[src/decodePkg.sv]
package decodePkg;

	localparam int insnWidth = 16;
	localparam int apbAddrWidth = 8;

	// single opcodes, and the first code of each group with its members following in order
	localparam logic [4:0] opHalt = 5'b00000;
	localparam logic [4:0] opNop = 5'b00001;
	localparam logic [4:0] opSiic = 5'b00010;
	localparam logic [4:0] opRti = 5'b00011;
	localparam logic [4:0] opJ = 5'b00100;
	localparam logic [4:0] opI1 = 5'b01000;
	localparam logic [4:0] opI2 = 5'b01100;
	localparam logic [4:0] opLdSt = 5'b10000;
	localparam logic [4:0] opSlbi = 5'b10010;
	localparam logic [4:0] opShift = 5'b10100;
	localparam logic [4:0] opLbi = 5'b11000;
	localparam logic [4:0] opR = 5'b11001;

	// APB register map
	localparam logic [apbAddrWidth-1:0] regPush = 8'h00;
	localparam logic [apbAddrWidth-1:0] regStatus = 8'h04;
	localparam logic [apbAddrWidth-1:0] regResume = 8'h08;

	// jal and jalr write the return address here
	localparam logic [2:0] linkReg = 3'd7;

	// one instruction word seen through each of its encodings
	typedef union packed
	{
		struct packed
		{
			logic [4:0] opcode;
			logic [2:0] rs;
			logic [2:0] rd;
			logic [4:0] imm5;
		} iFmt1;
		struct packed
		{
			logic [4:0] opcode;
			logic [2:0] rs;
			logic [7:0] imm8;
		} iFmt2;
		struct packed
		{
			logic [4:0] opcode;
			logic [2:0] rs;
			logic [2:0] rt;
			logic [2:0] rd;
			logic [1:0] funct2;
		} rFmt;
		struct packed
		{
			logic [4:0] opcode;
			logic [10:0] disp11;
		} jFmt;
	} insnWord_u;

endpackage

[src/insnQueueIf.sv]
`timescale 1ns/1ps

interface insnQueueIf
	import decodePkg::*;
#(
	parameter int depth = 4
);
	// a word moves on a rising clk edge when valid and ready are both high
	insnWord_u data;
	logic valid;
	logic ready;
	// words currently held by the buffer on this link
	logic [$clog2(depth + 1)-1:0] level;

	modport src
	(
		output data,
		output valid,
		input ready,
		input level
	);

	modport sink
	(
		input data,
		input valid,
		output ready,
		output level
	);
endinterface

[src/control.sv]
`timescale 1ns/1ps

module control
	import decodePkg::*;
(
	input logic [4:0] opcode,
	input logic validIns,
	output logic regDst,
	output logic aluSrc,
	output logic [4:0] aluOp,
	output logic branch,
	output logic memRead,
	output logic memWrite,
	output logic jump,
	output logic memToReg,
	output logic regWrite,
	output logic halt,
	output logic zeroExt,
	output logic i1Fmt
);
	logic [4:0] newOpc;
	// bit order, msb first:
	// regDst aluSrc branch memRead memWrite jump memToReg regWrite halt zeroExt i1Fmt
	logic [10:0] ctl;

	// an empty slot decodes as nop so that nothing downstream fires
	assign newOpc = validIns ? opcode : opNop;
	assign aluOp = newOpc;

	assign {regDst, aluSrc, branch, memRead, memWrite, jump, memToReg, regWrite, halt,
		zeroExt, i1Fmt} = ctl;

	always_comb
	begin
		ctl = '0;
		case (newOpc) inside
			opHalt:
				ctl = 11'b0_0_0_0_0_0_0_0_1_0_0;
			// siic and rti are treated as plain nops here
			opNop, opSiic, opRti:
				ctl = 11'b0_0_0_0_0_0_0_0_0_0_0;
			// addi, subi and the four immediate shifts
			opI1, opI1 + 5'd1, [opShift : opShift + 5'd3]:
				ctl = 11'b0_1_0_0_0_0_0_1_0_0_1;
			// xori and andni take an unsigned immediate
			opI1 + 5'd2, opI1 + 5'd3:
				ctl = 11'b0_1_0_0_0_0_0_1_0_1_1;
			// st
			opLdSt:
				ctl = 11'b0_1_0_1_1_0_1_0_0_0_1;
			// ld
			opLdSt + 5'd1:
				ctl = 11'b0_1_0_1_1_0_1_1_0_0_1;
			// stu writes the updated base back
			opLdSt + 5'd3:
				ctl = 11'b0_1_0_1_1_0_0_1_0_0_1;
			[opR : 5'b11111]:
				ctl = 11'b1_0_0_0_0_0_0_1_0_0_0;
			// beqz, bnez, bltz, bgez
			[opI2 : opI2 + 5'd3]:
				ctl = 11'b0_1_1_0_0_0_0_0_0_0_0;
			opLbi:
				ctl = 11'b0_1_0_0_0_0_0_1_0_0_0;
			opSlbi:
				ctl = 11'b0_1_0_0_0_0_0_1_0_1_0;
			// j, jr, jal, jalr
			opJ:
				ctl = 11'b0_0_0_0_0_1_0_0_0_0_0;
			opJ + 5'd1:
				ctl = 11'b0_1_0_0_0_1_0_0_0_0_0;
			opJ + 5'd2:
				ctl = 11'b0_0_0_0_0_1_0_1_0_0_0;
			opJ + 5'd3:
				ctl = 11'b0_1_0_0_0_1_0_1_0_0_0;
		endcase
	end
endmodule

[src/decodeStage.sv]
`timescale 1ns/1ps

module decodeStage
	import decodePkg::*;
#(
	parameter int insnWidth = 16
)
(
	input logic clk,
	input logic arstN,
	input logic resume,
	input logic outReady,
	insnQueueIf.sink popLink,
	output logic outValid,
	output logic [insnWidth-1:0] outInsn,
	output logic regDst,
	output logic aluSrc,
	output logic branch,
	output logic memRead,
	output logic memWrite,
	output logic jump,
	output logic memToReg,
	output logic regWrite,
	output logic halt,
	output logic zeroExt,
	output logic i1Fmt,
	output logic [4:0] aluOp,
	output logic [2:0] rsAddr,
	output logic [2:0] rtAddr,
	output logic [2:0] writeReg,
	output logic [insnWidth-1:0] imm,
	output logic halted
);
	insnWord_u word;
	logic take;
	logic nxtRegDst;
	logic nxtAluSrc;
	logic nxtBranch;
	logic nxtMemRead;
	logic nxtMemWrite;
	logic nxtJump;
	logic nxtMemToReg;
	logic nxtRegWrite;
	logic nxtHalt;
	logic nxtZeroExt;
	logic nxtI1Fmt;
	logic [4:0] nxtAluOp;
	logic [2:0] nxtWriteReg;
	logic [insnWidth-1:0] nxtImm;
	logic extBit;

	assign word = popLink.data;

	// pop only into an empty or draining output register, and never while halted
	assign popLink.ready = ~halted & (~outValid | outReady);
	assign take = popLink.valid & popLink.ready;

	control i_control
	(
		.opcode(word.jFmt.opcode),
		.validIns(popLink.valid),
		.regDst(nxtRegDst),
		.aluSrc(nxtAluSrc),
		.aluOp(nxtAluOp),
		.branch(nxtBranch),
		.memRead(nxtMemRead),
		.memWrite(nxtMemWrite),
		.jump(nxtJump),
		.memToReg(nxtMemToReg),
		.regWrite(nxtRegWrite),
		.halt(nxtHalt),
		.zeroExt(nxtZeroExt),
		.i1Fmt(nxtI1Fmt)
	);

	// destination register, highest priority first
	always_comb
	begin
		if (nxtRegDst)
			nxtWriteReg = word.rFmt.rd;
		else if (nxtI1Fmt)
			nxtWriteReg = word.iFmt1.rd;
		else if (nxtJump)
			nxtWriteReg = linkReg;
		else
			nxtWriteReg = word.iFmt2.rs;
	end

	// the fill bit is the field's sign bit unless the opcode asks for zero extension
	always_comb
	begin
		if (nxtI1Fmt)
		begin
			extBit = word.iFmt1.imm5[4] & ~nxtZeroExt;
			nxtImm = {{(insnWidth - 5){extBit}}, word.iFmt1.imm5};
		end
		else if (nxtJump)
		begin
			extBit = word.jFmt.disp11[10] & ~nxtZeroExt;
			nxtImm = {{(insnWidth - 11){extBit}}, word.jFmt.disp11};
		end
		else
		begin
			extBit = word.iFmt2.imm8[7] & ~nxtZeroExt;
			nxtImm = {{(insnWidth - 8){extBit}}, word.iFmt2.imm8};
		end
	end

	// result registers only load on a pop, so they hold under back-pressure
	always_ff @(posedge clk)
	begin
		if (take)
		begin
			outInsn <= word;
			regDst <= nxtRegDst;
			aluSrc <= nxtAluSrc;
			branch <= nxtBranch;
			memRead <= nxtMemRead;
			memWrite <= nxtMemWrite;
			jump <= nxtJump;
			memToReg <= nxtMemToReg;
			regWrite <= nxtRegWrite;
			halt <= nxtHalt;
			zeroExt <= nxtZeroExt;
			i1Fmt <= nxtI1Fmt;
			aluOp <= nxtAluOp;
			rsAddr <= word.rFmt.rs;
			rtAddr <= word.rFmt.rt;
			writeReg <= nxtWriteReg;
			imm <= nxtImm;
		end
	end

	always_ff @(posedge clk or negedge arstN)
	begin
		if (!arstN)
		begin
			outValid <= 1'b0;
			halted <= 1'b0;
		end
		else
		begin
			if (take)
				outValid <= 1'b1;
			else if (outReady)
				outValid <= 1'b0;
			// a halt word freezes the stage until the host writes resume
			if (take && nxtHalt)
				halted <= 1'b1;
			else if (resume)
				halted <= 1'b0;
		end
	end
endmodule

[src/decodeTop.sv]
`timescale 1ns/1ps

module decodeTop
	import decodePkg::*;
#(
	parameter int fifoDepth = 4
)
(
	input logic clk,
	input logic arstN,
	input logic psel,
	input logic penable,
	input logic pwrite,
	input logic [apbAddrWidth-1:0] paddr,
	input logic [insnWidth-1:0] pwdata,
	output logic [insnWidth-1:0] prdata,
	output logic pready,
	output logic pslverr,
	output logic outValid,
	input logic outReady,
	output logic [insnWidth-1:0] outInsn,
	output logic regDst,
	output logic aluSrc,
	output logic branch,
	output logic memRead,
	output logic memWrite,
	output logic jump,
	output logic memToReg,
	output logic regWrite,
	output logic halt,
	output logic zeroExt,
	output logic i1Fmt,
	output logic [4:0] aluOp,
	output logic [2:0] rsAddr,
	output logic [2:0] rtAddr,
	output logic [2:0] writeReg,
	output logic [insnWidth-1:0] imm,
	output logic halted
);
	logic resume;

	// host to queue, then queue to decode
	insnQueueIf #(.depth(fifoDepth)) pushLink ();
	insnQueueIf #(.depth(fifoDepth)) popLink ();

	// the pop side carries the same fill level as the push side
	assign popLink.level = pushLink.level;

	insnApbSlave i_insnApbSlave (.*);

	insnFifo #(.depth(fifoDepth)) i_insnFifo (.*);

	decodeStage #(.insnWidth(insnWidth)) i_decodeStage (.*);
endmodule

[src/insnApbSlave.sv]
`timescale 1ns/1ps

module insnApbSlave
	import decodePkg::*;
(
	input logic clk,
	input logic arstN,
	input logic psel,
	input logic penable,
	input logic pwrite,
	input logic [apbAddrWidth-1:0] paddr,
	input logic [insnWidth-1:0] pwdata,
	input logic halted,
	output logic [insnWidth-1:0] prdata,
	output logic pready,
	output logic pslverr,
	output logic resume,
	insnQueueIf.src pushLink
);
	logic access;
	logic hitPush;
	logic hitStatus;
	logic hitResume;
	logic badAccess;

	assign access = psel & penable;
	assign hitPush = (paddr == regPush);
	assign hitStatus = (paddr == regStatus);
	assign hitResume = (paddr == regResume);

	// status is read only, and anything off the map is refused
	assign badAccess = ~(hitPush | hitStatus | hitResume) | (hitStatus & pwrite);

	// the word is offered for as long as the access phase lasts
	assign pushLink.valid = access & pwrite & hitPush;
	assign pushLink.data = pwdata;

	// a full queue stretches the access phase with wait states
	assign pready = access & (~pushLink.valid | pushLink.ready);
	assign pslverr = access & badAccess;

	always_comb
	begin
		prdata = '0;
		if (access && !pwrite && hitStatus)
		begin
			prdata = insnWidth'(pushLink.level);
			prdata[insnWidth-1] = halted;
		end
	end

	// resume follows the completed write by one cycle
	always_ff @(posedge clk or negedge arstN)
	begin
		if (!arstN)
		begin
			resume <= 1'b0;
		end
		else
		begin
			resume <= access & pwrite & hitResume;
		end
	end
endmodule

[src/insnFifo.sv]
`timescale 1ns/1ps

module insnFifo
	import decodePkg::*;
#(
	parameter int depth = 4
)
(
	input logic clk,
	input logic arstN,
	insnQueueIf.sink pushLink,
	insnQueueIf.src popLink
);
	localparam int ptrWidth = (depth > 1) ? $clog2(depth) : 1;
	localparam int levelWidth = $clog2(depth + 1);

	insnWord_u mem [depth];
	logic [ptrWidth-1:0] wrPtr;
	logic [ptrWidth-1:0] rdPtr;
	logic [levelWidth-1:0] level;
	logic doPush;
	logic doPop;

	// pointers wrap at depth, which need not be a power of two
	function automatic logic [ptrWidth-1:0] nextPtr(input logic [ptrWidth-1:0] ptr);
		if (ptr == ptrWidth'(depth - 1))
			return '0;
		return ptr + 1'b1;
	endfunction

	assign doPush = pushLink.valid & pushLink.ready;
	assign doPop = popLink.valid & popLink.ready;

	assign pushLink.ready = (level != levelWidth'(depth));
	assign pushLink.level = level;

	// the head word is visible as soon as it is stored
	assign popLink.valid = (level != '0);
	assign popLink.data = mem[rdPtr];

	always_ff @(posedge clk)
	begin
		if (doPush)
		begin
			mem[wrPtr] <= pushLink.data;
		end
	end

	always_ff @(posedge clk or negedge arstN)
	begin
		if (!arstN)
		begin
			wrPtr <= '0;
			rdPtr <= '0;
			level <= '0;
		end
		else
		begin
			if (doPush)
				wrPtr <= nextPtr(wrPtr);
			if (doPop)
				rdPtr <= nextPtr(rdPtr);
			case ({doPush, doPop})
				2'b10: level <= level + 1'b1;
				2'b01: level <= level - 1'b1;
				default: level <= level;
			endcase
		end
	end
endmodule

[config.mk]
export PLATFORM = sky130hd
export DESIGN_NAME = decodeTop
export DESIGN_NICKNAME = d
export VERILOG_FILES = /design/src/decodePkg.sv /design/src/insnQueueIf.sv /design/src/control.sv /design/src/decodeStage.sv /design/src/decodeTop.sv /design/src/insnApbSlave.sv /design/src/insnFifo.sv
export SDC_FILE = /design/constraint.sdc
export NUM_CORES = 1
export LEC_CHECK = 0
export BUFFER_PORTS_ARGS = -buffer_cell sky130_fd_sc_hd__buf_2
export CORE_AREA = 4 4 147 149
export CTS_CLUSTER_SIZE = 24
export DETAILED_ROUTE_END_ITERATION = 10
export DIE_AREA = 0 0 151 153
export SLEW_MARGIN = 40
export SYNTH_ARGS = -nofsm -noshare
export SYNTH_HDL_FRONTEND = slang
export SYNTH_SLANG_ARGS = --single-unit
[constraint.sdc]
create_clock -name clk -period 3.5 [get_ports clk]
set_input_delay 0.525 -clock clk [delete_from_list [all_inputs] [get_ports clk]]
set_output_delay 0.525 -clock clk [all_outputs]
set_load 0.05 [all_outputs]
==> impl_metrics.toml <==
[sta]
layout_min_cycle_time_ns = 2.72
post-route-period-util = 0.777
setup_ws_ns = 0.782
tns_ns = 0
setup_viol = 0
whs_ns = 0.338
rsz0062_at_grt = "false"
tightest_slew_ns = 0.597
finalMaxSlewViolations = 0
fmax_ghz = 0.368
slew_headroom = 0.602
finalHoldViolations = 0
fin_skew_ns = 0.00933

[yosys]
synthCells = 288
synth.distinct_cells = 43
synth.yosys.seq_area_share = 0.703
synth_edf_count = 105
synth_flop_cell = "edfxtp_1"
synth_area_um2 = 4840
syn_area_per_cell_um2 = 16.8
async_flop_share = 0.0870
ys_warn_count = 0
ys_ff_latch = 115

[critical_path]
critPathSlowestCell = "mux4_2"
crit_path_cell_trace = "mux4_2, or3b_4, a22oi_4, nor3b_2, a21o_1"
slowest_delay_ns = 0.67
worstPathMaxFanout = 15
crit_required_ns = 3.65
crit_path_start_kind = "flip-flop"
crit_family = "multiplexers"
crit_path_end_kind = "flip-flop"
worstPathBufferInverterCount = 0
worst-setup-path-type = "reg2reg"
cp.arrival_ns = 2.87

[global_route]
grt_start_max_net_pins = 46
grt_util_met2 = 0.136
antenna_found_initial = 4
grt_pass1_vias = 2699
met1_usage = 0.0998
grt_pass1_wl_um = 15000
use_met3 = 0.0453
overflow = 0
top_usage_layer = "met2"
grtUsageTotal = 0.0859

[final_layout]
multi_input_area_um2 = 1160
seq_area_um2 = 3400
nNetsFinal = 420
final_common_cell = "edfxtp_1"
fillCellCount = 2039
final_cell_area_um2 = 6060
layout_common_cells = "edfxtp_1, buf_2, mux4_2, clkbuf_16, nor2_1"
drive_gt1_frac = 0.402
n_antenna_cell = 0
synthToLayoutAreaGrowth_pct = 25.2

[clock_tree]
clk_pin_slew_ns = 0.06
worstSkewPairLatency_ns = 0.40
cts-root-buf = "clkbuf_16"
cts_max_level = 4
clock_path_buffers = 2
cts.sinks = 115
cts_tree = "yes"
numCtsBuffers = 17
cts_resized = 0

[drt]
drt_iter0_drc = 113
drc_errors = 0
via_count = 2641
antenna_left = 0
vias_per_cell = 3.97
drt_pass1_iterations = 5
wirelength_um = 9630
wire_per_inst_um = 14.5

[floorplan]
fp-row-count = 52
die_x_um = 151
fp.coreArea_um2 = 20200
pin_count = 107
chipHeight_um = 153
start_util = 0.240
die_area_um2 = 23100

[pwr]
power.internal_mw = 3.04
power_leakage_nw = 2.30
p_clk_frac = 0.390
powerDensity_nw_per_um2 = 696
ir_drop_mv = 0.264
power_frac_comb = 0.213
seq_power_share = 0.397
switchingPower_mw = 1.18
switching_share = 0.280

[placement]
port_buffers = 94
placed_area_um2 = 5480
gp_congestion = 0.700
pre_cts_ws_ns = 0.621
dp_hpwl_um = 6860

[worst_hold_path]
hold_class = "in2reg"

[run_status]
status = "completed"

[flow_run]
drv_cap = 0
## cell families after synthesis
family	count (synthesis)	synth area share
flip-flops	115	0.703
AND/OR/NAND/NOR	67	0.0817
XOR/XNOR	3	0.00543
multiplexers	20	0.0859
AO/OA/AOI/OAI	26	0.0385
adder cells (fa/ha/maj)	7	0.0197
other	1	0.000775
buffers and inverters	49	0.0646
## cell usage after synthesis (2+ instances only)
| cell | instances | area share |
|---|---|---|
| buf_4 | 29 | 0.045 |
| nand2b_1 | 2 | 0.0026 |
| dfrtp_1 | 10 | 0.052 |
| mux4_2 | 17 | 0.079 |
| xor2_1 | 2 | 0.0036 |
| mux2_2 | 2 | 0.0047 |
| nor3_1 | 3 | 0.0031 |
| o21ai_0 | 8 | 0.0083 |
| and2_1 | 11 | 0.014 |
| clkbuf_1 | 2 | 0.0016 |
| buf_6 | 2 | 0.0047 |
| nand2_1 | 11 | 0.0085 |
| a21oi_1 | 3 | 0.0031 |
| ha_1 | 6 | 0.016 |
| nor3b_2 | 2 | 0.0052 |
| buf_2 | 4 | 0.0041 |
| nor4_1 | 3 | 0.0039 |
| a311oi_1 | 5 | 0.0091 |
| and3_1 | 4 | 0.0052 |
| a21o_1 | 7 | 0.011 |
| edfxtp_1 | 105 | 0.65 |
| inv_1 | 10 | 0.0078 |
| nor2b_1 | 5 | 0.0065 |
| nor2_1 | 15 | 0.012 |
| or3_1 | 2 | 0.0026 |
## path summary, 6_finish.rpt
check                                 startpoint               endpoint  cells past startpoint  slack [ns]
hold reg to reg            i_insnApbSlave.resume   i_decodeStage.halted                      1        0.43
min in group asynchronous                  arstN    i_insnFifo.wrPtr[1]                      2        0.52
setup reg to reg             i_insnFifo.rdPtr[0]   i_decodeStage.imm[5]                      5        0.78
max in group asynchronous                  arstN    i_insnFifo.rdPtr[1]                      2        2.77
setup / recovery             i_insnFifo.rdPtr[0]   i_decodeStage.imm[5]                      5        0.78
hold / removal                        pwdata[11]  i_insnFifo.mem[3][11]                      1        0.34
## flip-flops by register name, indices dropped and copies added, names as in the netlist
signal,flops
i_decodeStage.halted,1
i_decodeStage.aluSrc,1
i_decodeStage.aluOp,5
i_insnFifo.wrPtr,2
i_insnFifo.pushLink.level,3
i_decodeStage.halt,1
i_decodeStage.regWrite,1
i_decodeStage.i1Fmt,1
i_decodeStage.outValid,1
i_decodeStage.memToReg,1
i_decodeStage.writeReg,3
i_insnFifo.rdPtr,2
i_decodeStage.imm,7
i_decodeStage.regDst,1
i_decodeStage.outInsn,16
i_decodeStage.branch,1
i_decodeStage.memWrite,1
i_decodeStage.jump,1
i_decodeStage.zeroExt,1
i_insnFifo.mem,64
i_insnApbSlave.resume,1
## per-stage QoR
stage / std cells / total power [mW] / util
4_1_cts: 666 / 4.28 / 0.300
5_1_grt: 666 / 4.44 / 0.300
3_5_place_dp: 633 / 2.61 / 0.272
3_3_place_gp: 633 / 2.60 / 0.272
2_1_floorplan: 299 / 2.45 / -
6_report: 666 / 4.22 / 0.300
## repair_timing
item,4_1_cts,5_1_grt
buffers inserted,0,0
hold buffers,1,0
endpoints found under the hold margin,10,0
## per-layer routing
metal	wire length, um	share of wire	vias to the layer above
met4	80	0.0083	8
met2	4640	0.48	75
met1	4100	0.43	1303
met5	41	0.0043	-
li1	-	-	1241
met3	774	0.080	14
## final cells by class
type / count / share of cell area
flip-flops and latches: 115 / 0.562
multi-input cells: 135 / 0.192
repair buffers: 103 / 0.0892
clock buffers: 20 / 0.0721
well taps: 270 / 0.0558
clock inverters: 12 / 0.0221
inverters: 11 / 0.00682
## power groups by stage
| stage | Sequential (mW) | Clock, mW | Combinational (mW) |
|---|---|---|---|
| after floorplan | 1.72 | 0 | 0.724 |
| after global routing | 1.68 | 1.76 | 0.998 |
| after CTS | 1.68 | 1.69 | 0.916 |
| after detailed placement | 1.70 | 0 | 0.911 |
| after global placement | 1.70 | 0 | 0.894 |
| final | 1.67 | 1.64 | 0.901 |
Note: power is estimated with default switching activity, not from simulation.
